===== src/verilog/mipsIsaPkg.sv =====
// MIPS ISA definitions
// word and field widths, major opcodes and R-type function codes
// for the integer subset run by the five-stage pipeline
package mipsIsaPkg;

  localparam int wordWidth = 32;   // data and address width
  localparam int regIdxWidth = 5;  // register number width
  localparam int regCount = 32;    // architectural registers

  typedef logic [wordWidth-1:0] wordT;      // data or byte address
  typedef logic [regIdxWidth-1:0] regIdxT;  // rs, rt, rd
  typedef logic [5:0] opcodeT;              // inst[31:26]
  typedef logic [5:0] functT;               // inst[5:0], R-type only

  // major opcodes
  localparam opcodeT opRType = 6'h00;
  localparam opcodeT opJ = 6'h02;
  localparam opcodeT opBeq = 6'h04;
  localparam opcodeT opBne = 6'h05;
  localparam opcodeT opAddi = 6'h08;
  localparam opcodeT opLw = 6'h23;
  localparam opcodeT opSw = 6'h2b;

  // R-type function codes, anything else decodes to a bubble
  localparam functT fnAdd = 6'h20;
  localparam functT fnSub = 6'h22;
  localparam functT fnAnd = 6'h24;
  localparam functT fnOr = 6'h25;
  localparam functT fnSlt = 6'h2a;

endpackage

===== src/verilog/pipePkg.sv =====
// pipeline definitions
// control bundle, stage register layouts, writeback bus
// and the ALU and forwarding selector codes
package pipePkg;

  // ALU operation
  typedef logic [2:0] aluOpT;
  localparam aluOpT aluAdd = 3'd0;
  localparam aluOpT aluSub = 3'd1;
  localparam aluOpT aluAnd = 3'd2;
  localparam aluOpT aluOr = 3'd3;
  localparam aluOpT aluSlt = 3'd4;  // signed compare, result 0 or 1

  // operand source in execute
  typedef logic [1:0] fwdSelT;
  localparam fwdSelT fwdReg = 2'd0;  // value read in decode
  localparam fwdSelT fwdMem = 2'd1;  // EX/MEM alu result
  localparam fwdSelT fwdWb = 2'd2;   // writeback bus

  // all zero means bubble
  typedef struct packed {
    logic regWrite;
    logic memToReg;   // writeback takes load data
    logic memRead;
    logic memWrite;
    logic aluSrcImm;  // operand B from the immediate
    logic regDstRd;   // dest is rd, else rt
    aluOpT aluOp;
  } ctlT;

  typedef struct packed {
    mipsIsaPkg::wordT inst;
    mipsIsaPkg::wordT pcPlus4;
  } ifIdT;

  typedef struct packed {
    ctlT ctl;
    mipsIsaPkg::wordT dataA;
    mipsIsaPkg::wordT dataB;
    mipsIsaPkg::wordT imm;  // already sign extended
    mipsIsaPkg::regIdxT rs;
    mipsIsaPkg::regIdxT rt;
    mipsIsaPkg::regIdxT rd;
  } idExT;

  typedef struct packed {
    ctlT ctl;
    mipsIsaPkg::wordT aluResult;  // also the data memory address
    mipsIsaPkg::wordT storeData;
    mipsIsaPkg::regIdxT dest;
  } exMemT;

  // writeback bus, shared by the register file and forwarding
  typedef struct packed {
    logic regWrite;
    mipsIsaPkg::regIdxT dest;
    mipsIsaPkg::wordT data;
  } wbT;

endpackage


===== src/verilog/mipsPipe.sv =====
// five-stage MIPS integer pipeline
// fetch, decode, execute and memory/writeback stages with external
// instruction and data memories answering in the same cycle
module mipsPipe (
  input  logic              clock,
  input  logic              arstN,
  output mipsIsaPkg::wordT  imemAddr,
  input  mipsIsaPkg::wordT  imemData,
  output mipsIsaPkg::wordT  dmemAddr,
  output mipsIsaPkg::wordT  dmemWData,
  output logic              dmemRead,
  output logic              dmemWrite,
  input  mipsIsaPkg::wordT  dmemRData
);

  pipePkg::ifIdT ifId;
  pipePkg::idExT idEx;
  pipePkg::exMemT exMem;
  pipePkg::wbT wb;
  logic stall;
  logic redirect;
  mipsIsaPkg::wordT redirectPc;

  fetchStage uFetch (
    .clock(clock),
    .arstN(arstN),
    .stall(stall),
    .redirect(redirect),
    .redirectPc(redirectPc),
    .imemData(imemData),
    .imemAddr(imemAddr),
    .ifId(ifId)
  );

  decodeStage uDecode (
    .clock(clock),
    .arstN(arstN),
    .ifId(ifId),
    .exMem(exMem),       // branch hazards and compare bypass
    .wb(wb),             // register file write
    .stall(stall),
    .redirect(redirect),
    .redirectPc(redirectPc),
    .idEx(idEx)
  );

  executeStage uExecute (
    .clock(clock),
    .arstN(arstN),
    .idEx(idEx),
    .wb(wb),
    .exMem(exMem)
  );

  memWriteback uMemWb (
    .clock(clock),
    .arstN(arstN),
    .exMem(exMem),
    .dmemRData(dmemRData),
    .dmemAddr(dmemAddr),
    .dmemWData(dmemWData),
    .dmemRead(dmemRead),
    .dmemWrite(dmemWrite),
    .wb(wb)
  );

endmodule


===== src/verilog/memWriteback.sv =====
// memory access and writeback
// drives the data memory port from EX/MEM, registers MEM/WB and
// presents the writeback bus to the register file and forwarding
module memWriteback (
  input  logic              clock,
  input  logic              arstN,
  input  pipePkg::exMemT    exMem,
  input  mipsIsaPkg::wordT  dmemRData,
  output mipsIsaPkg::wordT  dmemAddr,
  output mipsIsaPkg::wordT  dmemWData,
  output logic              dmemRead,
  output logic              dmemWrite,
  output pipePkg::wbT       wb
);

  logic wbRegWrite;
  logic wbMemToReg;
  mipsIsaPkg::regIdxT wbDest;
  mipsIsaPkg::wordT loadData;
  mipsIsaPkg::wordT aluResult;

  assign dmemAddr = exMem.aluResult;  // byte address
  assign dmemWData = exMem.storeData;
  assign dmemRead = exMem.ctl.memRead;
  assign dmemWrite = exMem.ctl.memWrite;  // store strobe, one cycle

  always_ff @(posedge clock or negedge arstN) begin
    if (!arstN) begin
      wbRegWrite <= 1'b0;
      wbMemToReg <= 1'b0;
      wbDest <= '0;
    end else begin
      wbRegWrite <= exMem.ctl.regWrite;
      wbMemToReg <= exMem.ctl.memToReg;
      wbDest <= exMem.dest;
    end
  end

  always_ff @(posedge clock) begin
    loadData <= dmemRData;
    aluResult <= exMem.aluResult;
  end

  always_comb begin
    wb.regWrite = wbRegWrite;
    wb.dest = wbDest;
    wb.data = wbMemToReg ? loadData : aluResult;
  end

endmodule


===== src/verilog/executeStage.sv =====
// execute
// forwarding from the memory and writeback stages, operand muxes,
// the ALU, destination choice and the EX/MEM register
module executeStage (
  input  logic            clock,
  input  logic            arstN,
  input  pipePkg::idExT   idEx,
  input  pipePkg::wbT     wb,
  output pipePkg::exMemT  exMem
);

  pipePkg::fwdSelT fwdA;
  pipePkg::fwdSelT fwdB;
  mipsIsaPkg::wordT opA;
  mipsIsaPkg::wordT regB;   // forwarded rt, also the store data
  mipsIsaPkg::wordT opB;
  mipsIsaPkg::wordT aluResult;
  mipsIsaPkg::regIdxT dest;

  // memory stage first, it holds the younger result
  function automatic pipePkg::fwdSelT pickSource(mipsIsaPkg::regIdxT src,
                                                 pipePkg::exMemT memStage,
                                                 pipePkg::wbT wbStage);
    if (src == '0) begin
      return pipePkg::fwdReg;  // r0 never forwards
    end
    if (memStage.ctl.regWrite && memStage.dest == src) begin
      return pipePkg::fwdMem;
    end
    if (wbStage.regWrite && wbStage.dest == src) begin
      return pipePkg::fwdWb;
    end
    return pipePkg::fwdReg;
  endfunction

  function automatic mipsIsaPkg::wordT muxOperand(pipePkg::fwdSelT sel,
                                                  mipsIsaPkg::wordT regVal,
                                                  mipsIsaPkg::wordT memVal,
                                                  mipsIsaPkg::wordT wbVal);
    case (sel)
      pipePkg::fwdMem: return memVal;
      pipePkg::fwdWb: return wbVal;
      default: return regVal;
    endcase
  endfunction

  assign fwdA = pickSource(idEx.rs, exMem, wb);
  assign fwdB = pickSource(idEx.rt, exMem, wb);
  assign opA = muxOperand(fwdA, idEx.dataA, exMem.aluResult, wb.data);
  assign regB = muxOperand(fwdB, idEx.dataB, exMem.aluResult, wb.data);
  assign opB = idEx.ctl.aluSrcImm ? idEx.imm : regB;

  always_comb begin
    case (idEx.ctl.aluOp)
      pipePkg::aluSub: aluResult = opA - opB;
      pipePkg::aluAnd: aluResult = opA & opB;
      pipePkg::aluOr: aluResult = opA | opB;
      pipePkg::aluSlt: aluResult = ($signed(opA) < $signed(opB)) ? 32'd1 : 32'd0;
      default: aluResult = opA + opB;  // add, also address calc
    endcase
  end

  assign dest = idEx.ctl.regDstRd ? idEx.rd : idEx.rt;

  always_ff @(posedge clock or negedge arstN) begin
    if (!arstN) begin
      exMem <= '0;
    end else begin
      exMem <= '{ctl: idEx.ctl, aluResult: aluResult, storeData: regB, dest: dest};
    end
  end

  // decoder never builds a read-modify-write access
  memRwExclusive: assert property (
    @(posedge clock) disable iff (!arstN) !(idEx.ctl.memRead && idEx.ctl.memWrite)
  ) else $error("load and store flags set together");

endmodule


===== src/verilog/decodeStage.sv =====
// instruction decode
// field split, sign extension, branch compare in decode, load-use and
// branch hazard stalls, and the ID/EX register
module decodeStage (
  input  logic              clock,
  input  logic              arstN,
  input  pipePkg::ifIdT     ifId,
  input  pipePkg::exMemT    exMem,
  input  pipePkg::wbT       wb,
  output logic              stall,
  output logic              redirect,
  output mipsIsaPkg::wordT  redirectPc,
  output pipePkg::idExT     idEx
);

  mipsIsaPkg::opcodeT opcode;
  mipsIsaPkg::functT funct;
  mipsIsaPkg::regIdxT rs;
  mipsIsaPkg::regIdxT rt;
  mipsIsaPkg::regIdxT rd;
  mipsIsaPkg::regIdxT exDest;
  mipsIsaPkg::wordT regA;
  mipsIsaPkg::wordT regB;
  mipsIsaPkg::wordT cmpA;
  mipsIsaPkg::wordT cmpB;
  mipsIsaPkg::wordT imm;
  mipsIsaPkg::wordT branchTarget;
  mipsIsaPkg::wordT jumpTarget;
  pipePkg::ctlT ctl;
  logic isBeq;
  logic isBne;
  logic isJump;
  logic memFwd;
  logic taken;
  logic loadUse;
  logic branchHazard;

  assign opcode = ifId.inst[31:26];
  assign rs = ifId.inst[25:21];
  assign rt = ifId.inst[20:16];
  assign rd = ifId.inst[15:11];
  assign funct = ifId.inst[5:0];
  assign imm = {{16{ifId.inst[15]}}, ifId.inst[15:0]};

  controlDecoder uCtl (.opcode(opcode), .funct(funct), .ctl(ctl),
                       .isBeq(isBeq), .isBne(isBne), .isJump(isJump));

  regFile uRegs (.clock(clock), .arstN(arstN), .wb(wb), .rs(rs), .rt(rt),
                 .dataA(regA), .dataB(regB));

  // alu result sitting in memory feeds the compare directly
  assign memFwd = exMem.ctl.regWrite && !exMem.ctl.memToReg && exMem.dest != '0;
  assign cmpA = (memFwd && exMem.dest == rs) ? exMem.aluResult : regA;
  assign cmpB = (memFwd && exMem.dest == rt) ? exMem.aluResult : regB;

  assign branchTarget = ifId.pcPlus4 + {imm[29:0], 2'b00};
  assign jumpTarget = {ifId.pcPlus4[31:28], ifId.inst[25:0], 2'b00};  // own PC+4 region

  assign exDest = idEx.ctl.regDstRd ? idEx.rd : idEx.rt;

  // load in execute feeding this instruction, one bubble
  assign loadUse = idEx.ctl.memRead && idEx.rt != '0 && (idEx.rt == rs || idEx.rt == rt);
  // branch sources not yet readable: any result in EX, load data in MEM
  assign branchHazard = (isBeq || isBne) &&
    ((idEx.ctl.regWrite && exDest != '0 && (exDest == rs || exDest == rt)) ||
     (exMem.ctl.memRead && exMem.dest != '0 && (exMem.dest == rs || exMem.dest == rt)));
  assign stall = loadUse || branchHazard;

  assign taken = (isBeq && cmpA == cmpB) || (isBne && cmpA != cmpB);
  assign redirect = !stall && (taken || isJump);  // compare only valid once clear
  assign redirectPc = isJump ? jumpTarget : branchTarget;

  always_ff @(posedge clock or negedge arstN) begin
    if (!arstN) begin
      idEx <= '0;
    end else if (stall) begin
      idEx <= '0;  // bubble while decode waits
    end else begin
      idEx <= '{ctl: ctl, dataA: regA, dataB: regB, imm: imm, rs: rs, rt: rt, rd: rd};
    end
  end

  noStallRedirect: assert property (
    @(posedge clock) disable iff (!arstN) !(stall && redirect)
  ) else $error("redirect raised during a stall");

  // flushed slot in IF/ID must not redirect again
  redirectOnce: assert property (
    @(posedge clock) disable iff (!arstN) redirect |=> !redirect
  ) else $error("back to back redirects");

endmodule


===== src/verilog/fetchStage.sv =====
// instruction fetch
// program counter, next PC choice and the IF/ID register,
// held on a decode stall and flushed on a redirect
module fetchStage (
  input  logic              clock,
  input  logic              arstN,
  input  logic              stall,       // hold PC and IF/ID
  input  logic              redirect,    // taken branch or jump in decode
  input  mipsIsaPkg::wordT  redirectPc,
  input  mipsIsaPkg::wordT  imemData,
  output mipsIsaPkg::wordT  imemAddr,
  output pipePkg::ifIdT     ifId
);

  mipsIsaPkg::wordT pc;
  mipsIsaPkg::wordT pcPlus4;
  mipsIsaPkg::wordT nextPc;

  assign pcPlus4 = pc + 32'd4;
  assign nextPc = redirect ? redirectPc : pcPlus4;  // no delay slot
  assign imemAddr = pc;  // memory answers in the same cycle

  always_ff @(posedge clock or negedge arstN) begin
    if (!arstN) begin
      pc <= '0;
    end else if (!stall) begin
      pc <= nextPc;
    end
  end

  // IF/ID, zero word is a bubble in decode
  always_ff @(posedge clock or negedge arstN) begin
    if (!arstN) begin
      ifId <= '0;
    end else if (redirect) begin
      ifId <= '0;  // drop the wrong-path fetch
    end else if (!stall) begin
      ifId.inst <= imemData;
      ifId.pcPlus4 <= pcPlus4;
    end
  end

  // branch and jump targets from decode must stay word aligned
  pcAligned: assert property (
    @(posedge clock) disable iff (!arstN) pc[1:0] == 2'b00
  ) else $error("fetch PC not word aligned");

endmodule


===== src/verilog/regFile.sv =====
// register file
// 32 words, two read ports, one write port from writeback,
// r0 reads zero and writes pass straight through to the readers
module regFile (
  input  logic                clock,
  input  logic                arstN,
  input  pipePkg::wbT         wb,
  input  mipsIsaPkg::regIdxT  rs,
  input  mipsIsaPkg::regIdxT  rt,
  output mipsIsaPkg::wordT    dataA,
  output mipsIsaPkg::wordT    dataB
);

  mipsIsaPkg::wordT regs [mipsIsaPkg::regCount];

  always_ff @(posedge clock or negedge arstN) begin
    if (!arstN) begin
      for (int i = 0; i < mipsIsaPkg::regCount; i++) begin
        regs[i] <= '0;
      end
    end else if (wb.regWrite && wb.dest != '0) begin
      regs[wb.dest] <= wb.data;  // r0 stays zero
    end
  end

  // write-through, decode sees this cycle's writeback
  assign dataA = (rs == '0) ? '0 :
                 (wb.regWrite && wb.dest == rs) ? wb.data : regs[rs];
  assign dataB = (rt == '0) ? '0 :
                 (wb.regWrite && wb.dest == rt) ? wb.data : regs[rt];

endmodule


===== src/verilog/controlDecoder.sv =====
// main control decode
// opcode and function field to the control bundle and ALU operation,
// plus branch and jump flags used in decode
module controlDecoder (
  input  mipsIsaPkg::opcodeT  opcode,
  input  mipsIsaPkg::functT   funct,
  output pipePkg::ctlT        ctl,
  output logic                isBeq,
  output logic                isBne,
  output logic                isJump
);

  always_comb begin
    ctl = '0;  // unknown encodings fall out as a bubble
    isBeq = 1'b0;
    isBne = 1'b0;
    isJump = 1'b0;
    case (opcode)
      mipsIsaPkg::opRType: begin
        ctl.regWrite = 1'b1;
        ctl.regDstRd = 1'b1;
        case (funct)
          mipsIsaPkg::fnAdd: ctl.aluOp = pipePkg::aluAdd;
          mipsIsaPkg::fnSub: ctl.aluOp = pipePkg::aluSub;
          mipsIsaPkg::fnAnd: ctl.aluOp = pipePkg::aluAnd;
          mipsIsaPkg::fnOr: ctl.aluOp = pipePkg::aluOr;
          mipsIsaPkg::fnSlt: ctl.aluOp = pipePkg::aluSlt;
          default: ctl = '0;  // includes the all-zero flush word
        endcase
      end
      mipsIsaPkg::opLw: begin
        ctl.regWrite = 1'b1;
        ctl.memToReg = 1'b1;
        ctl.memRead = 1'b1;
        ctl.aluSrcImm = 1'b1;  // base + offset
        ctl.aluOp = pipePkg::aluAdd;
      end
      mipsIsaPkg::opSw: begin
        ctl.memWrite = 1'b1;
        ctl.aluSrcImm = 1'b1;
        ctl.aluOp = pipePkg::aluAdd;
      end
      mipsIsaPkg::opAddi: begin
        ctl.regWrite = 1'b1;
        ctl.aluSrcImm = 1'b1;
        ctl.aluOp = pipePkg::aluAdd;
      end
      mipsIsaPkg::opBeq: isBeq = 1'b1;  // resolved in decode, bubble downstream
      mipsIsaPkg::opBne: isBne = 1'b1;
      mipsIsaPkg::opJ: isJump = 1'b1;
      default: ctl = '0;
    endcase
  end

endmodule


===== config.mk =====
export PLATFORM = sky130hd
export DESIGN_NAME = mipsPipe
export DESIGN_NICKNAME = d
export VERILOG_FILES = /design/src/verilog/mipsIsaPkg.sv /design/src/verilog/pipePkg.sv /design/src/verilog/mipsPipe.sv /design/src/verilog/memWriteback.sv /design/src/verilog/executeStage.sv /design/src/verilog/decodeStage.sv /design/src/verilog/fetchStage.sv /design/src/verilog/regFile.sv /design/src/verilog/controlDecoder.sv
export SDC_FILE = /design/constraint.sdc
export NUM_CORES = 2
export LEC_CHECK = 0
export ABC_AREA = 1
export BUFFER_PORTS_ARGS = -buffer_cell sky130_fd_sc_hd__buf_2
export CORE_ASPECT_RATIO = 2
export CORE_MARGIN = 4
export CORE_UTILIZATION = 35
export DETAILED_ROUTE_END_ITERATION = 7
export GPL_ROUTABILITY_DRIVEN = 0
export HOLD_SLACK_MARGIN = 0.06
export SLEW_MARGIN = 30
export SYNTH_ARGS = -nofsm -noshare
export SYNTH_HDL_FRONTEND = slang
export SYNTH_SLANG_ARGS = --single-unit

===== constraint.sdc =====
create_clock -name clock -period 6.26 [get_ports clock]
set_input_delay 0.626 -clock clock [delete_from_list [all_inputs] [get_ports clock]]
set_output_delay 0.626 -clock clock [all_outputs]
set_load 0.02 [all_outputs]

==> summary.md <==
| Metric | Value |
|---|---|
| Run status | `complete, no violations` |
| Post-route DRC | `0` |
| Crit-path slowest cell | `fa_1` |
| Reg clk slew, reported paths | `0.07 ns` |
| Worst-Skew Late Latency | `between 0.7 and 0.8 ns` |
| Distinct cells, synth | `58` |
| Ys flop type | `dfrtp_1` |
| Syn. warnings | `0` |
| Vias per cell | `approximately 5.6` |
| # rows | `249` |
| Worst R2R Path Depth | `31` |
| CP bufs+invs | `6` |
| Die width | `348 um` |
| ANT nets after route | `0` |
| Fin. Hold Viols | `0` |
| Slack of the critical path | `0.408 ns` |
| Total Die Area | `0.240 mm2` |
| Yosys reg bits | `1,361` |
| WL/cell | `23.7 um` |
| Share of layout cells above drive strength 1 | `a little under 7%` |
| Cell count after synthesis | `~11,000` |
| Die Y | `688 um` |
| Achievable clock frequency | `171 MHz` |
| WS Path Type | `reg -> reg` |
| Syn_area_per_cell | `7.06 um2` |
| Core ar. | `0.230 mm2` |
| Relative slew margins | `28.3%` |
| Setup WS pre-CTS | `0.353 ns` |
| P per Cell Area | `308 mW/mm2` |
| Layout area overhead | `9.84%` |
| Post-layout nets | `11,300` |
| Remaining global-route overflow | `0` |
| Max rail drop VDD | `0.302 mV` |
| Commonest non-fill, non-tap cell in the layout | `nand2_1` |
| CTS sink cnt | `around 1,400` |
| CP max FO | `7` |
| RSZ-0062 raised after global routing | `false` |
| Number of I/O port buffers | `between 150 and 200` |
| Setup bufs post-CTS | `0` |
| Reg2Reg Setup Slack | `0.41 ns` |
| Clock Root Buffer | `clkbuf_16` |
| Highest-count cells in the layout ignoring fill and taps | `nand2_1 (3,400), nand3_1 (1,344), dfrtp_1 (1,286)` |
| Critical Path Start | `uExecute.exMem[3]$_DFF_PN0_` |
| Initial antenna violation count | `5` |
| Num CTS Buffers | `121` |
| Period minus WS final | `5.85 ns` |
| Initial Util | `between 30% and 40%` |
| Max_cap viols | `0` |
| CP arrival | `between 6 and 7 ns` |
| CP delay by family, top | `compound AO/OA/AOI/OAI gates` |
| Pin count of the biggest net entering global routing | `191` |
| Post-synthesis sequential area ratio | `about two fifths` |
| Post-DP HPWL | `209,000 um` |
| Total GRT Usage | `approximately 27%` |
| CTS tree | `done` |
| Pleak | `42.3 nW` |
| Worst-margin pin slew | `between 1 and 1.5 ns` |
| CP Capture Type | `register` |
| CTS H-tree lvls | `3` |
| Cell count along the critical path | `31` |
| Max-slew violation count | `0` |
| Via count | `79,700` |
| Boundary pin count | `roughly 160` |
| Worst Hold Class | `in -> reg` |
| Post-Route WL | `336,000 um` |
| Net count after synthesis | `11,700` |
| End of the critical path | `uExecute.exMem[63]$_DFF_PN0_` |
| Setup crit start kind | `register` |
| First-pass GRT wire length | `498,000 um` |
| Max Clock Skew | `between 0.04 and 0.05 ns` |
| Reg-to-Reg End | `uExecute.exMem[63]$_DFF_PN0_` |
| Cell area after synthesis | `~0.08 mm2` |
| Setup TNS | `0 ns` |
| Vias in the first global route | `~78,000` |
| Largest stage delay, worst path | `0.48 ns` |
| RR Startpoint | `uExecute.exMem[3]$_DFF_PN0_` |
| Number of synthesized flops with an enable pin | `0` |
| Fraction of registers with async set/reset | `95.3%` |
| Hold-critical path depth | `3` |
| Deepest clock path buffer count | `3` |
| 1st-iter DRT viols | `8,190` |
| Worst Path Required | `approximately 6.9 ns` |
| DR pass1 iterations | `8` |
| Final Setup Violations | `0` |
| Final period util | `around 93%` |
state kept, by name, summed over array words and instances (netlist names), 5 cells and up:
signal              flops
uDecode.idEx           98
uDecode.uRegs.regs   1024
uExecute.exMem         72
uFetch.ifId            64
uFetch.imemAddr        32
uMemWb.aluResult       32
uMemWb.loadData        32
uMemWb.wbDest           5
what timing repair did:
action | 4_1_cts | 5_1_grt
gates resized for setup | 0 | 3
hold buffers | 60 | 0
setup endpoints to repair | 0 | 3
hold endpoints to repair | 152 | 0
cells in the mapped netlist (all sizes together) (8+ instances only):
cell type  count  area (um2)
o22ai         17         106
or2           85         532
o21ai       1339        6700
o211ai       500        3750
a21boi         8        60.1
a221oi        11        96.3
clkbuf       492        1850
nor2         472        1790
inv         1074        4030
a21oi        391        1960
a31oi          9        56.3
xnor2         18         158
nor4          13        87.6
buf          492        2670
xor2          57         499
dfrtp       1297       32500
dfxtp         64        1280
nand2       3422       12900
nor3          70         360
o21a          52         390
ha           130        1630
nand3       1347        6760
a22oi         50         375
nand4         19         125
worst min-delay path: stages:
cell	delay, ns
buf_2	0.08
nand2_1	0.04
o21ai_0	0.08
metrics by stage:
step | cell area (um2) | util, % | total power, mW | cells | hold slack, ns
2_1_floorplan | 81000 | - | 15.6 | 11500 | 0.330
3_3_place_gp | 83900 | 36.4 | 18.8 | 13900 | 0.338
3_5_place_dp | 83900 | 36.5 | 18.9 | 13900 | 0.346
4_1_cts | 88900 | 38.6 | 27.3 | 14200 | 0.0697
5_1_grt | 89000 | 38.6 | 28.6 | 14200 | 0.0952
6_report | 89000 | 38.7 | 27.4 | 14200 | 0.111
report_power, final:
group	switching [mW]	internal, mW
sequential	0.986	9.68
combinational	6.01	2.27
clock	3.76	4.73
total	10.7	16.7
how the worst min path moves through the flow:
stage | startpoint | endpoint | slack [ns]
detailed placement | uDecode.idEx[116]$_DFF_PN0_ | uExecute.exMem[74]$_DFF_PN0_ | 0.35
global placement | uDecode.idEx[116]$_DFF_PN0_ | uExecute.exMem[74]$_DFF_PN0_ | 0.34
floorplan | arstN | uDecode.idEx[0]$_DFF_PN0_ | 0.33
global route | imemData[16] | uFetch.ifId[48]$_DFFE_PN0P_ | 0.1
finish | imemData[16] | uFetch.ifId[48]$_DFFE_PN0P_ | 0.11
CTS | imemData[18] | uFetch.ifId[50]$_DFFE_PN0P_ | 0.07
logic make-up (layout without fill, tap and decap cells):
family,Yosys count,count (layout),synth area share [%]
adders and majority gates,133,133,2.08
and+or+nand+nor,5439,5439,27.9
DFF,1361,1361,41.6
AOI/OAI and AO/OA,2411,2411,17.0
buffers and inverters,2061,1770,10.6
xor gates and xnor gates,75,75,0.811
other,0,2,0
per-layer routing:
layer / vias to the layer above / share of wire [%] / global-route usage, % / wire length (um)
li1: 36500 / - / - / -
met5: - / 0.013 / 0 / 44
met2: 3930 / 47 / 46.6 / 158000
met3: 1332 / 7.9 / 4.28 / 26700
met1: 37900 / 35 / 30.5 / 119000
met4: 6 / 9.7 / 21.7 / 32400
cell type report:
type,instances,area [um2]
Sequential cell,1361,33800
Clock buffer,170,3580
Timing Repair Buffer,469,3940
Tap cell,3012,3770
Fill cell,24100,141000
Clock inverter,54,793
Inverter,1077,4090
Antenna cell,2,5.00
Multi-Input combinational cell,8058,39000
Power figures use the tool's default switching activity.
